$ cat config.mk
export PLATFORM = sky130hd
export DESIGN_NAME = lsq_top
export DESIGN_NICKNAME = d
export VERILOG_FILES = /design/src/hw/mem_pkg.sv /design/src/hw/lsq_pkg.sv /design/src/hw/store_unit.sv /design/src/hw/newest_store_select.sv /design/src/hw/store_queue.sv /design/src/hw/data_cache_port.sv /design/src/hw/lsq_top.sv
export SDC_FILE = /design/constraint.sdc
export NUM_CORES = 2
export LEC_CHECK = 0
export BUFFER_PORTS_ARGS = -buffer_cell sky130_fd_sc_hd__clkbuf_2
export CORE_UTILIZATION = 35
export CTS_CLUSTER_DIAMETER = 150
export DETAILED_ROUTE_END_ITERATION = 8
export SLEW_MARGIN = 20
export SYNTH_ARGS = -nofsm -noshare
export SYNTH_HDL_FRONTEND = slang
export SYNTH_SLANG_ARGS = --single-unit
$ cat constraint.sdc
create_clock -name clock -period 12.2 [get_ports clock]
set_input_delay 0.61 -clock clock [delete_from_list [all_inputs] [get_ports clock]]
set_output_delay 0.61 -clock clock [all_outputs]
set_load 0.02 [all_outputs]
$ cat src/hw/mem_pkg.sv
`default_nettype none

package mem_pkg;

    // word memory behind the cache port
    localparam int mem_words    = 16;
    localparam int mem_idx_bits = 4;

    typedef logic [31:0] addr_t;

    typedef logic [3:0] byte_mask_t;

    // one data word, seen whole or as byte lanes
    typedef union packed {
        logic [31:0]     word;
        logic [3:0][7:0] bytes;
    } data_u;

    // addr holds a word address, low two bits are zero
    typedef struct packed {
        logic       valid;
        addr_t      addr;
        data_u      data;
        byte_mask_t byte_mask;
    } store_req_t;

    typedef struct packed {
        logic  valid;
        data_u data;
    } load_resp_t;

endpackage

`default_nettype wire

$ cat src/hw/lsq_pkg.sv
`default_nettype none

package lsq_pkg;
    import mem_pkg::*;

    localparam int sq_size       = 8;
    localparam int sq_idx_bits   = 3;
    localparam int sq_count_bits = 4;

    // size codes of an issued store
    localparam logic [1:0] size_byte = 2'd0;
    localparam logic [1:0] size_half = 2'd1;
    localparam logic [1:0] size_word = 2'd2;

    // equal idx with different wrap bits means full
    typedef struct packed {
        logic                   wrap;
        logic [sq_idx_bits-1:0] idx;
    } sq_pointer;

    typedef struct packed {
        logic       resolved;
        addr_t      addr;
        byte_mask_t byte_mask;
        data_u      data;
    } sq_entry;

    typedef struct packed {
        logic                   valid;
        logic [sq_idx_bits-1:0] sq_idx;
        addr_t                  base;
        logic [11:0]            offset;
        logic [1:0]             size;
        logic [31:0]            data;
    } store_issue_t;

    // stores at or past sq_tail are younger than the load
    typedef struct packed {
        logic      valid;
        addr_t     addr;
        sq_pointer sq_tail;
    } load_req_t;

    typedef struct packed {
        logic                   valid;
        logic [sq_idx_bits-1:0] sq_idx;
        addr_t                  addr;
        byte_mask_t             byte_mask;
        data_u                  data;
    } sq_resolve_t;

endpackage

`default_nettype wire

$ cat src/hw/store_unit.sv
`timescale 1ns/100ps
`default_nettype none

module store_unit
    import lsq_pkg::*;
    import mem_pkg::*;
(
    input  logic         clock,
    input  logic         reset,
    input  store_issue_t issue,
    output sq_resolve_t  resolve
);

    addr_t      store_addr;
    logic [1:0] lane;
    byte_mask_t mask;
    data_u      raw;
    data_u      lane_data;

    // offset is sign extended like an immediate
    assign store_addr = issue.base + {{20{issue.offset[11]}}, issue.offset};
    assign lane       = store_addr[1:0];

    always_comb begin
        case (issue.size)
            size_byte: mask = 4'b0001 << lane;
            size_half: mask = 4'b0011 << lane;
            size_word: mask = 4'b1111;
            default:   mask = 4'b0000;
        endcase
    end

    // low bytes of the raw word move up to the addressed lanes
    always_comb begin
        raw.word = issue.data;
        for (int i = 0; i < 4; i++) begin
            if (i >= int'(lane)) begin
                lane_data.bytes[i] = raw.bytes[i - int'(lane)];
            end else begin
                lane_data.bytes[i] = 8'h00;
            end
        end
    end

    always_ff @(posedge clock) begin
        resolve.sq_idx    <= issue.sq_idx;
        resolve.addr      <= {store_addr[31:2], 2'b00};
        resolve.byte_mask <= mask;
        resolve.data      <= lane_data;
        if (reset) begin
            resolve.valid <= 1'b0;
        end else begin
            resolve.valid <= issue.valid;
        end
    end

endmodule

`default_nettype wire

$ cat src/hw/newest_store_select.sv
`timescale 1ns/100ps
`default_nettype none

module newest_store_select
    import lsq_pkg::*;
(
    input  logic [sq_size-1:0]     match,
    input  logic [sq_idx_bits-1:0] load_idx,
    output logic [sq_size-1:0]     pick
);

    logic [sq_size-1:0] rotated;
    logic [sq_size-1:0] grant;

    // top bit is the entry just older than the load
    always_comb begin
        for (int k = 0; k < sq_size; k++) begin
            rotated[k] = match[sq_idx_bits'(k + int'(load_idx))];
        end
    end

    // first set bit from the top is the youngest older match
    always_comb begin
        logic found;
        found = 1'b0;
        for (int k = sq_size - 1; k >= 0; k--) begin
            grant[k] = rotated[k] && !found;
            found    = found || rotated[k];
        end
    end

    always_comb begin
        for (int j = 0; j < sq_size; j++) begin
            pick[j] = grant[sq_idx_bits'(j - int'(load_idx))];
        end
    end

endmodule

`default_nettype wire

$ cat src/hw/store_queue.sv
`timescale 1ns/100ps
`default_nettype none

module store_queue
    import lsq_pkg::*;
    import mem_pkg::*;
(
    input  logic                     clock,
    input  logic                     reset,
    input  logic                     dispatch,
    output logic [sq_count_bits-1:0] free_slots,
    output sq_pointer                dispatch_tail,
    input  sq_resolve_t              resolve,
    input  logic                     retire,
    input  logic                     restore_valid,
    input  sq_pointer                restore_tail,
    input  load_req_t                load_req,
    output data_u                    fwd_data,
    output byte_mask_t               fwd_mask,
    output store_req_t               store_req,
    input  logic                     accept
);

    sq_entry [sq_size-1:0] entries;

    sq_pointer tail;
    sq_pointer retire_head;
    sq_pointer drain_head;
    sq_pointer next_tail;
    sq_pointer next_drain_head;

    logic [sq_count_bits-1:0] count;
    logic [sq_count_bits-1:0] next_count;
    logic [sq_count_bits-1:0] drain_count;
    logic [sq_count_bits-1:0] squash_count;
    logic [sq_count_bits-1:0] load_span;
    logic [sq_count_bits-1:0] fwd_count;
    logic [sq_idx_bits-1:0]   restore_gap;
    logic                     dispatch_ok;

    logic [sq_size-1:0]      squashed;
    logic [sq_size-1:0]      in_window;
    logic [3:0][sq_size-1:0] lane_match;
    logic [3:0][sq_size-1:0] lane_pick;

    assign dispatch_ok   = dispatch && (count != sq_count_bits'(sq_size));
    assign free_slots    = sq_count_bits'(sq_size) - count;
    assign dispatch_tail = tail;

    // retired stores the cache has not taken yet
    assign drain_count = retire_head - drain_head;

    assign store_req.valid     = drain_count != '0;
    assign store_req.addr      = entries[drain_head.idx].addr;
    assign store_req.data      = entries[drain_head.idx].data;
    assign store_req.byte_mask = entries[drain_head.idx].byte_mask;

    assign next_drain_head = sq_pointer'(drain_head + accept);
    assign next_tail       = restore_valid ? restore_tail : sq_pointer'(tail + dispatch_ok);

    assign restore_gap = restore_tail.idx - next_drain_head.idx;

    always_comb begin
        if (restore_valid) begin
            if (restore_tail.idx == next_drain_head.idx &&
                restore_tail.wrap != next_drain_head.wrap) begin
                next_count = sq_count_bits'(sq_size);
            end else begin
                next_count = {1'b0, restore_gap};
            end
        end else begin
            next_count = count + sq_count_bits'(dispatch_ok) - sq_count_bits'(accept);
        end
    end

    assign squash_count = tail - restore_tail;

    // a load tail behind the drain head has nothing left to forward
    assign load_span = load_req.sq_tail - drain_head;
    assign fwd_count = (load_span > sq_count_bits'(sq_size)) ? '0 : load_span;

    always_comb begin
        logic [sq_idx_bits-1:0] rel_restore;
        logic [sq_idx_bits-1:0] rel_drain;
        for (int i = 0; i < sq_size; i++) begin
            rel_restore  = sq_idx_bits'(i) - restore_tail.idx;
            rel_drain    = sq_idx_bits'(i) - drain_head.idx;
            squashed[i]  = {1'b0, rel_restore} < squash_count;
            in_window[i] = {1'b0, rel_drain} < fwd_count;
        end
    end

    always_comb begin
        for (int b = 0; b < 4; b++) begin
            for (int j = 0; j < sq_size; j++) begin
                lane_match[b][j] = load_req.valid && in_window[j] && entries[j].resolved &&
                                   entries[j].addr[31:2] == load_req.addr[31:2] &&
                                   entries[j].byte_mask[b];
            end
        end
    end

    for (genvar b = 0; b < 4; b++) begin : g_lane
        newest_store_select u_select (
            .match    (lane_match[b]),
            .load_idx (load_req.sq_tail.idx),
            .pick     (lane_pick[b])
        );
    end

    always_comb begin
        for (int b = 0; b < 4; b++) begin
            fwd_data.bytes[b] = 8'h00;
            fwd_mask[b]       = |lane_pick[b];
            for (int j = 0; j < sq_size; j++) begin
                if (lane_pick[b][j]) begin
                    fwd_data.bytes[b] = entries[j].data.bytes[b];
                end
            end
        end
    end

    always_ff @(posedge clock) begin
        if (reset) begin
            tail        <= '0;
            retire_head <= '0;
            drain_head  <= '0;
            count       <= '0;
        end else begin
            tail        <= next_tail;
            retire_head <= sq_pointer'(retire_head + retire);
            drain_head  <= next_drain_head;
            count       <= next_count;
        end
    end

    // squash beats dispatch, which beats a late resolve
    always_ff @(posedge clock) begin
        for (int i = 0; i < sq_size; i++) begin
            if (resolve.valid && resolve.sq_idx == sq_idx_bits'(i)) begin
                entries[i].addr      <= resolve.addr;
                entries[i].byte_mask <= resolve.byte_mask;
                entries[i].data      <= resolve.data;
            end
            if (reset) begin
                entries[i].resolved <= 1'b0;
            end else if (restore_valid && squashed[i]) begin
                entries[i].resolved <= 1'b0;
            end else if (dispatch_ok && !restore_valid && tail.idx == sq_idx_bits'(i)) begin
                entries[i].resolved <= 1'b0;
            end else if (resolve.valid && resolve.sq_idx == sq_idx_bits'(i)) begin
                entries[i].resolved <= 1'b1;
            end
        end
    end

endmodule

`default_nettype wire

$ cat src/hw/data_cache_port.sv
`timescale 1ns/100ps
`default_nettype none

module data_cache_port
    import lsq_pkg::*;
    import mem_pkg::*;
(
    input  logic       clock,
    input  logic       reset,
    input  store_req_t store_req,
    output logic       accept,
    input  load_req_t  load_req,
    input  data_u      fwd_data,
    input  byte_mask_t fwd_mask,
    output load_resp_t load_resp
);

    data_u mem [mem_words];

    data_u                   merged;
    logic                    busy;
    logic [mem_idx_bits-1:0] store_idx;
    logic [mem_idx_bits-1:0] load_idx;

    // one idle cycle after every accepted store
    assign accept = store_req.valid && !busy;

    assign store_idx = store_req.addr[2 +: mem_idx_bits];
    assign load_idx  = load_req.addr[2 +: mem_idx_bits];

    // forwarded bytes are newer than memory
    always_comb begin
        for (int b = 0; b < 4; b++) begin
            if (fwd_mask[b]) begin
                merged.bytes[b] = fwd_data.bytes[b];
            end else begin
                merged.bytes[b] = mem[load_idx].bytes[b];
            end
        end
    end

    always_ff @(posedge clock) begin
        if (reset) begin
            busy <= 1'b0;
            for (int w = 0; w < mem_words; w++) begin
                mem[w] <= '0;
            end
        end else begin
            busy <= accept;
            if (accept) begin
                for (int b = 0; b < 4; b++) begin
                    if (store_req.byte_mask[b]) begin
                        mem[store_idx].bytes[b] <= store_req.data.bytes[b];
                    end
                end
            end
        end
    end

    always_ff @(posedge clock) begin
        load_resp.data <= merged;
        if (reset) begin
            load_resp.valid <= 1'b0;
        end else begin
            load_resp.valid <= load_req.valid;
        end
    end

endmodule

`default_nettype wire

$ cat src/hw/lsq_top.sv
`timescale 1ns/100ps
`default_nettype none

module lsq_top
    import lsq_pkg::*;
    import mem_pkg::*;
(
    input  logic                     clock,
    input  logic                     reset,
    input  logic                     dispatch,
    output logic [sq_count_bits-1:0] free_slots,
    output sq_pointer                dispatch_tail,
    input  store_issue_t             issue,
    input  logic                     retire,
    input  logic                     restore_valid,
    input  sq_pointer                restore_tail,
    input  load_req_t                load_req,
    output load_resp_t               load_resp
);

    sq_resolve_t resolve;
    store_req_t  store_req;
    logic        accept;
    data_u       fwd_data;
    byte_mask_t  fwd_mask;

    store_unit u_store_unit (
        .clock   (clock),
        .reset   (reset),
        .issue   (issue),
        .resolve (resolve)
    );

    store_queue u_store_queue (
        .clock         (clock),
        .reset         (reset),
        .dispatch      (dispatch),
        .free_slots    (free_slots),
        .dispatch_tail (dispatch_tail),
        .resolve       (resolve),
        .retire        (retire),
        .restore_valid (restore_valid),
        .restore_tail  (restore_tail),
        .load_req      (load_req),
        .fwd_data      (fwd_data),
        .fwd_mask      (fwd_mask),
        .store_req     (store_req),
        .accept        (accept)
    );

    // loads see memory merged with bytes still in the queue
    data_cache_port u_data_cache_port (
        .clock     (clock),
        .reset     (reset),
        .store_req (store_req),
        .accept    (accept),
        .load_req  (load_req),
        .fwd_data  (fwd_data),
        .fwd_mask  (fwd_mask),
        .load_resp (load_resp)
    );

endmodule

`default_nettype wire

==> impl_metrics.ini <==
[final_layout]
area_delta_synth_final_pct = 12.6
drive_gt1_share_pct = 18.5
fin_nets = 5091
fill_cells = 16200
multi_input_area_sq_um = 26200
final_util_pct = 39.7
seqCellArea_sq_um = 33800

[global_route]
met2_usage_pct = 36.6
grt_antenna_before_repair = 9
track_usage_pct = 22.5
top_usage_layer = met2
grt_pass1_vias = 42500
grt.overflow.total = 0
grtUsageMet3_pct = 3.97
grt_max_degree = 97
grt_first_pass_wirelength_microns = 292000
grt_util_met1_pct = 29.6

[hold_path]
min_path_type = in -> reg
hold_depth = 2

[clocking]
clock_latency_ns = 0.80
cts_setup_buffers = 0
clk_pin_slew_ns = 0.07
numCtsBuffers = 120
cts_sinks = 1168
cts_tree = built
htreeDepth = 3
cts_buffer_depth = 3
cts_root_buf = clkbuf_16

[routing]
vias = 43700
vias_per_cell = 5.98
wl_microns = 202000
drtIter0Drc = 5478
final_antenna_net_count = 0
drc = 0
first_pass_iters = 6
wl_per_cell_microns = 27.7

[synthesis]
syn_area_per_cell_sq_um = 12.8
syn-num-nets = 4994
ys_ff_latch = 1168
yosysSeqAreaShare_pct = 55.1
yosysWarnings = 0
synthCells = 4780
async_reset_ff_share_pct = 0
synth_edf_count = 1040
synth_cell_type_count = 122
syn_area_sq_um = 61400
dominantRegCellSynth = edfxtp_1

[placement]
dp_hpwl_microns = 136000
port_buffers = 166
gp_congestion = 0.941

[floorplanning]
core_sq_um = 174000
initial_core_util_pct = 35.3
die_w_microns = 421
die_area_sq_um = 177000
die_h_microns = 421
pin_count = 169
num_rows = 153

[sta]
worst_slew_pin_slew_ns = 1.18
max_freq_ghz = 0.127
setup_violations = 0
timing.final.max_slew_violations = 0
setup_tns_ns = 0
clock_skew_ns = 0.101
fin_crit_sh_pct = 64.6
finalCriticalPeriod_ns = 7.88
relSlewSlack_pct = 21.0
hold_violations = 0
rsz0062_at_grt = false

[outcome]
outcome = finished, final reports clean

[critical_path]
critPathMaxFanout = 16
worst_ep_required_time_ns = 12.76
end_kind = flip-flop
cp-start-kind = flip-flop
crit_type = reg -> reg
crit_arrival_ns = 8.44
r2r_cells = 20

[flow_run]
maxCapViolCount = 0

[power]
ir_drop_mv = 0.180
p_leak_nw = 23.7
powerDensity_nw_per_um2 = 170
layer usage:
layer  wire length (microns)  vias to the layer above
met5                      27                        -
met4                    9260                        4
met3                   18200                      444
met2                   95700                     2405
met1                   79100                    22000
li1                        -                    18900
final cells by class:
type	instances	area share, %
tap	2325	4.21
clock inverter	73	1.26
antenna	3	0.0109
sequential	1168	48.9
inverter	81	0.440
multi-input combinational	3230	37.9
clock buffer	157	4.79
timing repair buffer	276	2.49
power by group:
| group | internal (mW) | switching (mW) | total, mW |
|---|---|---|---|
| combinational | 0.940 | 1.93 | 2.87 |
| sequential | 4.74 | 0.284 | 5.03 |
| clock | 2.21 | 1.66 | 3.87 |
| total | 7.89 | 3.88 | 11.8 |
registers in the layout (all words and copies together) (netlist names):
signal                       flops
u_store_queue.entries          536
u_store_unit.resolve            70
u_store_queue.drain_head         4
u_store_queue.dispatch_tail      4
u_store_queue.retire_head        4
u_data_cache_port.mem          512
u_data_cache_port.load_resp     33
u_store_queue.count              4
u_data_cache_port.busy           1
final timing paths:
| path | start | to | slack [ns] |
|---|---|---|---|
| setup reg to reg | u_store_queue.drain_head[2] | u_data_cache_port.load_resp[17] | 4.32 |
| hold reg to reg | u_store_queue.entries[551] | u_store_queue.entries[551] | 0.51 |
| setup / recovery | u_store_queue.drain_head[2] | u_data_cache_port.load_resp[17] | 4.32 |
| hold / removal | issue[33] | u_store_unit.resolve[35] | 0.17 |
through the flow:
stage | instance area [sq um] | setup WS (ns) | total power [mW] | hold slack, ns | cells
floorplan | 61400 | 4.78 | 6.78 | 0.449 | 4780
global placement | 64900 | 4.28 | 7.88 | 0.482 | 7076
detailed placement | 64900 | 4.37 | 7.93 | 0.490 | 7077
CTS | 69100 | 4.52 | 11.8 | 0.120 | 7310
global route | 69100 | 4.19 | 12.1 | 0.141 | 7312
finish | 69100 | 4.32 | 11.8 | 0.167 | 7313
worst max-delay path: stages (launching register included):
cell	delay, ns
dfxtp_1	0.95
inv_2	0.14
ha_1	0.39
a21oi_1	0.42
nand3_2	0.22
a21oi_4	0.32
inv_2	0.17
ha_1	0.38
inv_1	0.10
o41ai_4	0.73
a2111oi_2	0.31
mux4_2	0.59
o211a_1	0.29
nor2_1	0.20
nand3b_1	0.40
o31a_1	0.41
a21oi_1	0.88
nor4bb_1	0.18
buf_4	0.24
nand2_1	0.07
nand4_1	0.28
cell usage in the layout, fill, tap and decap left out, drive strengths merged, types with 18 or more instances in the layout:
cell type and n:
nand4 80, mux2 25, nand2 283, a32oi 22, o211ai 81, edfxtp 1040, nor4 86, a211oi 53
nor3 54, nor2b 32, clkinv 47, xor2 188, o2111ai 72, a21oi 112, dfxtp 128, mux4 299
o21ai 81, and4 19, o21a 26, nor2 690, clkbuf 316, a2111oi 33, and2 30, and3 43
a22o 20, a31oi 18, a22oi 40, inv 88, mux2i 109, nand2b 79, buf 114, o22ai 25
nand3 99, ha 80, xnor2 114, a21o 22, a221oi 18, nor4b 18
cells by family after synthesis:
| kind of cell | count (synthesis) | share of synthesized area (%) |
|---|---|---|
| AND/OR/NAND/NOR | 1582 | 12.4 |
| flip-flops | 1168 | 55.1 |
| AO/OA/AOI/OAI | 817 | 10.4 |
| multiplexers | 433 | 13.3 |
| buffers and inverters | 382 | 2.54 |
| XOR/XNOR | 302 | 4.35 |
| adder cells (fa/ha/maj) | 96 | 2.00 |
timing repair:
item                      in CTS  in global routing
hold buffers                   3                  0
resized for setup              0                  0
hold endpoints to repair       3                  0
synth_stat cells (50+ instances only):
cell       instances  area share (%)
edfxtp_1        1040              51
o2111ai_1         72             1.0
clkbuf_1         186             1.1
mux4_2           299              11
mux2i_1          106             1.7
a21oi_1          109            0.89
buf_2             53            0.43
nand3_1           96            0.78
inv_1             76            0.46
nor3_1            52            0.42
xor2_1           187             2.7
o211ai_1          74            0.91
nand2_1          283             1.7
dfxtp_1          128             4.2
buf_1             50            0.31
ha_1              80             1.6
xnor2_1          112             1.6
nor4_1            81            0.83
nand2b_1          79            0.81
o21ai_0           64            0.52
nand4_1           79            0.81
nor2_1           687             4.2
Power figures use the tool's default switching activity.
